<file path="config.mk">
export PLATFORM = sky130hd
export DESIGN_NAME = vec_stream_top
export DESIGN_NICKNAME = d
export VERILOG_FILES = /design/src/logic/vec_pkg.sv /design/src/logic/stream_fifo.sv /design/src/logic/vec_add_stream.sv /design/src/logic/vec_stream_top.sv
export VERILOG_INCLUDE_DIRS = /design/src /design/src/logic
export SDC_FILE = /design/constraint.sdc
export NUM_CORES = 1
export LEC_CHECK = 0
export BUFFER_PORTS_ARGS = -buffer_cell sky130_fd_sc_hd__buf_4
export CAP_MARGIN = 10
export CORE_MARGIN = 5
export CORE_UTILIZATION = 35
export CTS_CLUSTER_DIAMETER = 120
export DETAILED_ROUTE_END_ITERATION = 8
export REMOVE_ABC_BUFFERS = 1
export SYNTH_ARGS = -nofsm -noshare
export SYNTH_HDL_FRONTEND = slang
export SYNTH_SLANG_ARGS = --single-unit
</file>
<file path="constraint.sdc">
create_clock -name clk -period 5.55 [get_ports clk]
set_clock_uncertainty 0.05 [all_clocks]
set_input_delay 0.555 -clock clk [delete_from_list [all_inputs] [get_ports clk]]
set_output_delay 0.555 -clock clk [all_outputs]
set_load 0.01 [all_outputs]
</file>
<file path="src/logic/vec_defines.svh">
`ifndef VEC_DEFINES_SVH
`define VEC_DEFINES_SVH

// Element width in bits
`define VEC_DATA_WIDTH  16

// Vector length and pair counter width
`define VEC_LENGTH_BITS 10

// Entries per stream FIFO
`define VEC_FIFO_DEPTH  8

// Room kept in the output FIFO for sums still in the pipeline
`define VEC_AF_MARGIN   2

`endif

</file>
<file path="src/logic/vec_pkg.sv">
`include "vec_defines.svh"

package vec_pkg;

  // One stream element
  typedef logic [`VEC_DATA_WIDTH-1:0] vec_data_t;

  // Vector length or element count
  typedef logic [`VEC_LENGTH_BITS-1:0] vec_len_t;

  // Job controller states
  typedef enum logic [1:0] {
    IDLE    = 2'b00,
    COMPUTE = 2'b01,
    DONE    = 2'b10
  } vec_state_t;

endpackage

</file>
<file path="src/logic/stream_fifo.sv">
`timescale 1ns/1ps

module stream_fifo #(
  parameter int DATA_WIDTH   = 16,
  parameter int DEPTH        = 8,
  parameter int AF_THRESHOLD = DEPTH - 2
) (
  input  logic                  clk,
  input  logic                  rst_n,
  input  logic                  wr_en,
  input  logic                  rd_en,
  input  logic [DATA_WIDTH-1:0] wr_data,
  output logic [DATA_WIDTH-1:0] rd_data,
  output logic                  full,
  output logic                  almost_full,
  output logic                  empty
);

  localparam int PTR_W = (DEPTH > 1) ? $clog2(DEPTH) : 1;
  localparam int CNT_W = $clog2(DEPTH + 1);

  logic [DATA_WIDTH-1:0] mem [DEPTH];
  logic [PTR_W-1:0]      wr_ptr;
  logic [PTR_W-1:0]      rd_ptr;
  logic [CNT_W-1:0]      count;
  logic                  do_wr;
  logic                  do_rd;

  // Wrap at DEPTH so non power of two depths work too
  function automatic logic [PTR_W-1:0] next_ptr(input logic [PTR_W-1:0] ptr);
    if (ptr == PTR_W'(DEPTH - 1)) begin
      return '0;
    end
    return ptr + 1'b1;
  endfunction

  assign do_wr = wr_en && !full;   // Drop writes when full
  assign do_rd = rd_en && !empty;  // Drop reads when empty

  always_ff @(posedge clk) begin
    if (do_wr) begin
      mem[wr_ptr] <= wr_data;
    end
  end

  always_ff @(posedge clk or negedge rst_n) begin
    if (!rst_n) begin
      wr_ptr <= '0;
      rd_ptr <= '0;
      count  <= '0;
    end else begin
      if (do_wr) begin
        wr_ptr <= next_ptr(wr_ptr);
      end
      if (do_rd) begin
        rd_ptr <= next_ptr(rd_ptr);
      end
      case ({do_wr, do_rd})
        2'b10:   count <= count + 1'b1;
        2'b01:   count <= count - 1'b1;
        default: count <= count;  // Idle or write with read
      endcase
    end
  end

  assign rd_data     = mem[rd_ptr];  // First word fall through
  assign full        = (count == CNT_W'(DEPTH));
  assign almost_full = (count >= CNT_W'(AF_THRESHOLD));
  assign empty       = (count == '0);

  // Producers and consumers must honor the flags
  a_no_overflow: assert property (
    @(posedge clk) disable iff (!rst_n) !(wr_en && full)
  ) else $error("stream_fifo: write while full");

  a_no_underflow: assert property (
    @(posedge clk) disable iff (!rst_n) !(rd_en && empty)
  ) else $error("stream_fifo: read while empty");

endmodule

</file>
<file path="src/logic/vec_add_stream.sv">
`timescale 1ns/1ps
`include "vec_defines.svh"

module vec_add_stream (
  input  logic               clk,
  input  logic               rst_n,
  input  logic               in1_en,
  input  vec_pkg::vec_data_t in1_data,
  output logic               in1_full,
  input  logic               in2_en,
  input  vec_pkg::vec_data_t in2_data,
  output logic               in2_full,
  input  logic               out_en,
  output vec_pkg::vec_data_t out_data,
  output logic               out_empty,
  input  vec_pkg::vec_len_t  vector_length,
  input  logic               start,
  output logic               idle,
  output logic               ready,
  output logic               done
);

  localparam int AF_LEVEL = `VEC_FIFO_DEPTH - `VEC_AF_MARGIN;

  vec_pkg::vec_state_t state;
  vec_pkg::vec_state_t state_nxt;
  vec_pkg::vec_len_t   len_q;      // Latched job length
  vec_pkg::vec_len_t   processed;  // Pairs popped so far

  vec_pkg::vec_data_t  op1;
  vec_pkg::vec_data_t  op2;
  vec_pkg::vec_data_t  sum_q;
  logic                sum_valid;  // Registered pop strobe

  logic                in1_empty;
  logic                in2_empty;
  logic                out_full;
  logic                out_af;
  logic                in1_wr;
  logic                in2_wr;
  logic                pop;
  logic                out_rd;

  // Operands only accepted while a job runs
  assign in1_wr = (state == vec_pkg::COMPUTE) && in1_en && !in1_full;
  assign in2_wr = (state == vec_pkg::COMPUTE) && in2_en && !in2_full;

  // Pop a pair when both heads are valid and the output has room
  assign pop = (state == vec_pkg::COMPUTE) && !in1_empty && !in2_empty &&
               !out_af && (processed != len_q);

  assign out_rd = (state != vec_pkg::IDLE) && out_en && !out_empty;

  always_comb begin
    state_nxt = state;
    case (state)
      vec_pkg::IDLE: begin
        if (start) begin
          // Empty job skips the compute phase
          state_nxt = (vector_length == '0) ? vec_pkg::DONE : vec_pkg::COMPUTE;
        end
      end
      vec_pkg::COMPUTE: begin
        if (processed == len_q) begin
          state_nxt = vec_pkg::DONE;
        end
      end
      vec_pkg::DONE: begin
        if (out_empty) begin
          state_nxt = vec_pkg::IDLE;  // Sink has drained every sum
        end
      end
      default: state_nxt = vec_pkg::IDLE;
    endcase
  end

  always_ff @(posedge clk or negedge rst_n) begin
    if (!rst_n) begin
      state     <= vec_pkg::IDLE;
      len_q     <= '0;
      processed <= '0;
    end else begin
      state <= state_nxt;
      if ((state == vec_pkg::IDLE) && start) begin
        len_q     <= vector_length;
        processed <= '0;
      end else if (pop) begin
        processed <= processed + 1'b1;
      end
    end
  end

  always_ff @(posedge clk or negedge rst_n) begin
    if (!rst_n) begin
      sum_valid <= 1'b0;
    end else begin
      sum_valid <= pop;
    end
  end

  always_ff @(posedge clk) begin
    if (pop) begin
      sum_q <= op1 + op2;  // Wraps at data width
    end
  end

  assign idle  = (state == vec_pkg::IDLE);
  assign ready = (state == vec_pkg::COMPUTE);
  assign done  = (state == vec_pkg::DONE);

  stream_fifo #(
    .DATA_WIDTH (`VEC_DATA_WIDTH),
    .DEPTH      (`VEC_FIFO_DEPTH)
  ) in1_fifo (
    .clk         (clk),
    .rst_n       (rst_n),
    .wr_en       (in1_wr),
    .rd_en       (pop),
    .wr_data     (in1_data),
    .rd_data     (op1),
    .full        (in1_full),
    .almost_full (),
    .empty       (in1_empty)
  );

  stream_fifo #(
    .DATA_WIDTH (`VEC_DATA_WIDTH),
    .DEPTH      (`VEC_FIFO_DEPTH)
  ) in2_fifo (
    .clk         (clk),
    .rst_n       (rst_n),
    .wr_en       (in2_wr),
    .rd_en       (pop),
    .wr_data     (in2_data),
    .rd_data     (op2),
    .full        (in2_full),
    .almost_full (),
    .empty       (in2_empty)
  );

  stream_fifo #(
    .DATA_WIDTH   (`VEC_DATA_WIDTH),
    .DEPTH        (`VEC_FIFO_DEPTH),
    .AF_THRESHOLD (AF_LEVEL)  // Leaves slots for sums in flight
  ) out_fifo (
    .clk         (clk),
    .rst_n       (rst_n),
    .wr_en       (sum_valid),
    .rd_en       (out_rd),
    .wr_data     (sum_q),
    .rd_data     (out_data),
    .full        (out_full),
    .almost_full (out_af),
    .empty       (out_empty)
  );

  a_count_bound: assert property (
    @(posedge clk) disable iff (!rst_n) processed <= len_q
  ) else $error("vec_add_stream: processed count beyond job length");

  // Almost-full margin must cover the pipeline
  a_out_margin: assert property (
    @(posedge clk) disable iff (!rst_n) sum_valid |-> !out_full
  ) else $error("vec_add_stream: sum written into full output FIFO");

endmodule

</file>
<file path="src/logic/vec_stream_top.sv">
`timescale 1ns/1ps

module vec_stream_top (
  input  logic               clk,
  input  logic               rst_n,
  input  logic               in1_en,
  input  vec_pkg::vec_data_t in1_data,
  output logic               in1_full,
  input  logic               in2_en,
  input  vec_pkg::vec_data_t in2_data,
  output logic               in2_full,
  input  logic               out_en,
  output vec_pkg::vec_data_t out_data,
  output logic               out_empty,
  input  vec_pkg::vec_len_t  vector_length,
  input  logic               start,
  output logic               idle,
  output logic               ready,
  output logic               done
);

  // Adder subsystem with its three stream FIFOs
  vec_add_stream u_vec_add (
    .clk           (clk),
    .rst_n         (rst_n),
    .in1_en        (in1_en),
    .in1_data      (in1_data),
    .in1_full      (in1_full),
    .in2_en        (in2_en),
    .in2_data      (in2_data),
    .in2_full      (in2_full),
    .out_en        (out_en),
    .out_data      (out_data),
    .out_empty     (out_empty),
    .vector_length (vector_length),
    .start         (start),
    .idle          (idle),
    .ready         (ready),
    .done          (done)
  );

endmodule

</file>
==> impl_metrics.json <==
{
  "setup_ws_ps": 1530,
  "vias_per_cell": 4.96,
  "synth-seq-cells": 453,
  "syn_inst": 985,
  "area.sequential_mm2": 0.0133,
  "antenna_cells": 0,
  "final_net_count": 1191,
  "start_util_pct": 35.3,
  "drt-initial-drc-count": 542,
  "powerDensity_mw_per_mm2": 596,
  "cts_buffers": 49,
  "clkLatencyLatePin_ps": 580,
  "cts_tree": "yes",
  "slowest_stage": "dfrtp_2",
  "cp_max_fo": 29,
  "cp-start-kind": "register",
  "drv_slew": 0,
  "hpwlAfterDp_um": 23300,
  "vias": 9066,
  "core-area_mm2": 0.0526,
  "hold_violations": 0,
  "wirelength_um": 37900,
  "dr.pass1.iters": 4,
  "die_w_um": 240,
  "die_h_um": 240,
  "row_count": 84,
  "io_pins": 70,
  "pre_cts_ws_ps": 1510,
  "yosys_warnings": 0,
  "internal_power_uw": 8740,
  "post-route-drc-count": 0,
  "p_seq_share_pct": 41.0,
  "postLayoutCoreUtil_pct": 41.3,
  "syn2layout_area_growth_pct": 16.8,
  "dieArea_mm2": 0.0578,
  "period_share_pct": 72.4,
  "dp_cells": 1738,
  "gp_congestion": 0.762,
  "synth_area_mm2": 0.0186,
  "async_reset_ff_share_pct": 11.7,
  "max_stage_delay_ps": 980,
  "crit_type": "reg2reg",
  "leakage_uw": 0.00749,
  "cp.required_ps": 5820,
  "clock_power_share_pct": 25.2,
  "status": "finished, final reports clean",
  "grt.total_usage_pct": 13.2,
  "maxSlewHeadroom_pct": 34.0,
  "yosysSeqAreaShare_pct": 71.8,
  "clk_path_buf_depth": 3,
  "synthesis.area_per_instance_um2": 18.9,
  "placed_area_mm2": 0.0201,
  "clk_pin_slew_worst_paths_ps": 60,
  "setup_viol": 0,
  "rsz0062_at_grt": "false",
  "reg2reg_slack_ps": 1530,
  "ir_drop_mv": 0.268,
  "yosys.cell_types.count": 54,
  "antenna_left": 0,
  "crit_arrival_ps": 4290,
  "netSwitchingFraction_pct": 32.4,
  "crit_buf_inv": 1,
  "synth_area_leaders": "edfxtp_1 65%, mux4_2 12%, dfrtp_1 7.1%",
  "critPathCaptureType": "register",
  "grt_pass1_vias": 9553,
  "synth.largest_area_cell": "edfxtp_1",
  "cts_resized": 0,
  "overflow": 0,
  "synthFlopType": "edfxtp_1",
  "fin_setup_tns_ps": 0,
  "root_buffer": "clkbuf_16",
  "cp_top_family": "compound AO/OA/AOI/OAI gates",
  "layout-drive-gt1-share_pct": 30.2,
  "htreeDepth": 2,
  "hold_class": "in2reg",
  "power_frac_comb_pct": 33.8,
  "synth_top_area_share_pct": 64.7,
  "postLayoutCellArea_mm2": 0.0217,
  "synth_edf_count": 400,
  "maxCapViolations": 0,
  "stdcell_count": 1829,
  "fmax_mhz": 249,
  "cp_cell_sequence": "mux4_2 -> mux2_2 -> ha_1 -> inv_1 -> fa_1 -> nor2b_1 -> o31a_1 -> o31ai_4 -> o21bai_2 -> a2111oi_2 -> nor3_1",
  "port_buffers": 69,
  "n_fill_cell": 4646,
  "grt_max_degree": 54,
  "multi_input_area_mm2": 0.00502,
  "avgRoutedWirePerCell_um": 20.7,
  "cts.sinks": 453,
  "tightestPinTransition_ps": 989,
  "grt_pass1_wl_um": 58100,
  "fin_crit_ps": 4020,
  "antenna_found_initial": 0,
  "switchingPower_uw": 4190
}
## synth_stat cells (2+ instances only)
master,number
edfxtp_1,400
mux4_2,96
nand2_1,75
dfrtp_1,53
mux2_2,50
ha_1,37
nor2_1,32
xnor2_1,30
o21ai_0,23
clkbuf_1,20
nor3_1,20
inv_1,19
a21oi_1,13
buf_2,12
nand3_1,11
mux2i_1,9
nand2b_1,9
xor2_1,7
a21o_1,6
nor4_1,5
o21a_1,5
fa_1,4
nand4_1,4
and3_1,3
nand2_2,3
nor2b_1,3
o211ai_1,3
or2_2,3
a21o_2,2
nand3b_1,2
nor4b_1,2
or4_1,2
## metal layers
layer | global-route usage [%] | share of wire, % | up-vias
li1 | - | - | 4138
met1 | 17.9 | 44 | 4725
met2 | 22.2 | 50 | 135
met3 | 2.16 | 3.2 | 68
met4 | 4.21 | 2.5 | 0
met5 | 0 | 0 | -
## worst min-delay path: stages
cell and delay, ps:
buf_4 80, nand2_1 40, nand2_1 50
## placed cells by master (no fill, tap or decap), drive strengths merged, types with 4 or more instances in the layout
cell type  instances
edfxtp           400
buf              101
mux4              96
nand2             78
clkbuf            58
dfrtp             53
mux2              50
ha                37
nor2              32
xnor2             31
inv               24
o21ai             23
clkinv            21
nor3              20
a21oi             13
nand3             11
mux2i              9
nand2b             9
a21o               8
xor2               7
bufinv             7
o21a               5
nor4               5
nand4              4
fa                 4
or2                4
## final cells by class
type                       instances  area share, %
timing repair buffer             102           3.54
multi-input combinational        476           23.2
clock inverter                    32           1.63
tap                              688           3.97
sequential                       453           61.5
clock buffer                      58           5.81
inverter                          20          0.358
## worst paths after layout
path,start,end,cells past startpoint
worst max-delay path,u_vec_add.in2_fifo.rd_ptr[0],u_vec_add.sum_q[12],11
worst min-delay path,vector_length[0],u_vec_add.len_q[0],3
worst max register to register,u_vec_add.in2_fifo.rd_ptr[0],u_vec_add.sum_q[12],11
worst min register to register,u_vec_add.len_q[1],u_vec_add.len_q[1],2
max in group asynchronous,rst_n,u_vec_add.in1_fifo.rd_ptr[0],2
min in group asynchronous,rst_n,u_vec_add.len_q[7],2
## sequential cells by signal, summed over array words and instances, names as in the netlist, 4 cells and up
register and count:
u_vec_add.in1_fifo.mem 128, u_vec_add.in2_fifo.mem 128, u_vec_add.out_fifo.mem 128, u_vec_add.sum_q 16, u_vec_add.len_q 10, u_vec_add.processed 10, u_vec_add.in1_fifo.count 4, u_vec_add.in2_fifo.count 4
u_vec_add.out_fifo.count 4
## what timing repair did
| action | in CTS | in global routing |
|---|---|---|
| setup buffers | 0 | 0 |
| hold endpoints to repair | 48 | 0 |
| hold buffers | 1 | 0 |
## per-stage QoR
step / power, uW / hold WS (ps)
3_3_place_gp: 9710 / 439
4_1_cts: 13100 / 106
6_report: 12900 / 136
5_1_grt: 13700 / 129
2_1_floorplan: 8280 / 209
3_5_place_dp: 9830 / 439
## cell families (layout without fill, tap and decap cells)
group                    count (synthesis)  in the layout  share of synthesized area, %
AND/OR/NAND/NOR                        178            178                          4.41
flip-flops                             453            453                          71.8
buffers and inverters                   56            212                          1.37
XOR/XNOR                                38             38                          1.83
adder cells (fa/ha/maj)                 41             41                          2.92
AO/OA/AOI/OAI                           64             64                          2.46
multiplexers                           155            155                          15.2
## power groups by stage
| stage | registers, uW | clock network, uW | logic (uW) |
|---|---|---|---|
| final | 5300 | 3250 | 4370 |
| after detailed placement | 5400 | 0 | 4430 |
| after global routing | 5420 | 3480 | 4810 |
| after global placement | 5350 | 0 | 4360 |
| after floorplan | 5250 | 0 | 3020 |
| after CTS | 5330 | 3350 | 4450 |
Power figures use the tool's default switching activity.
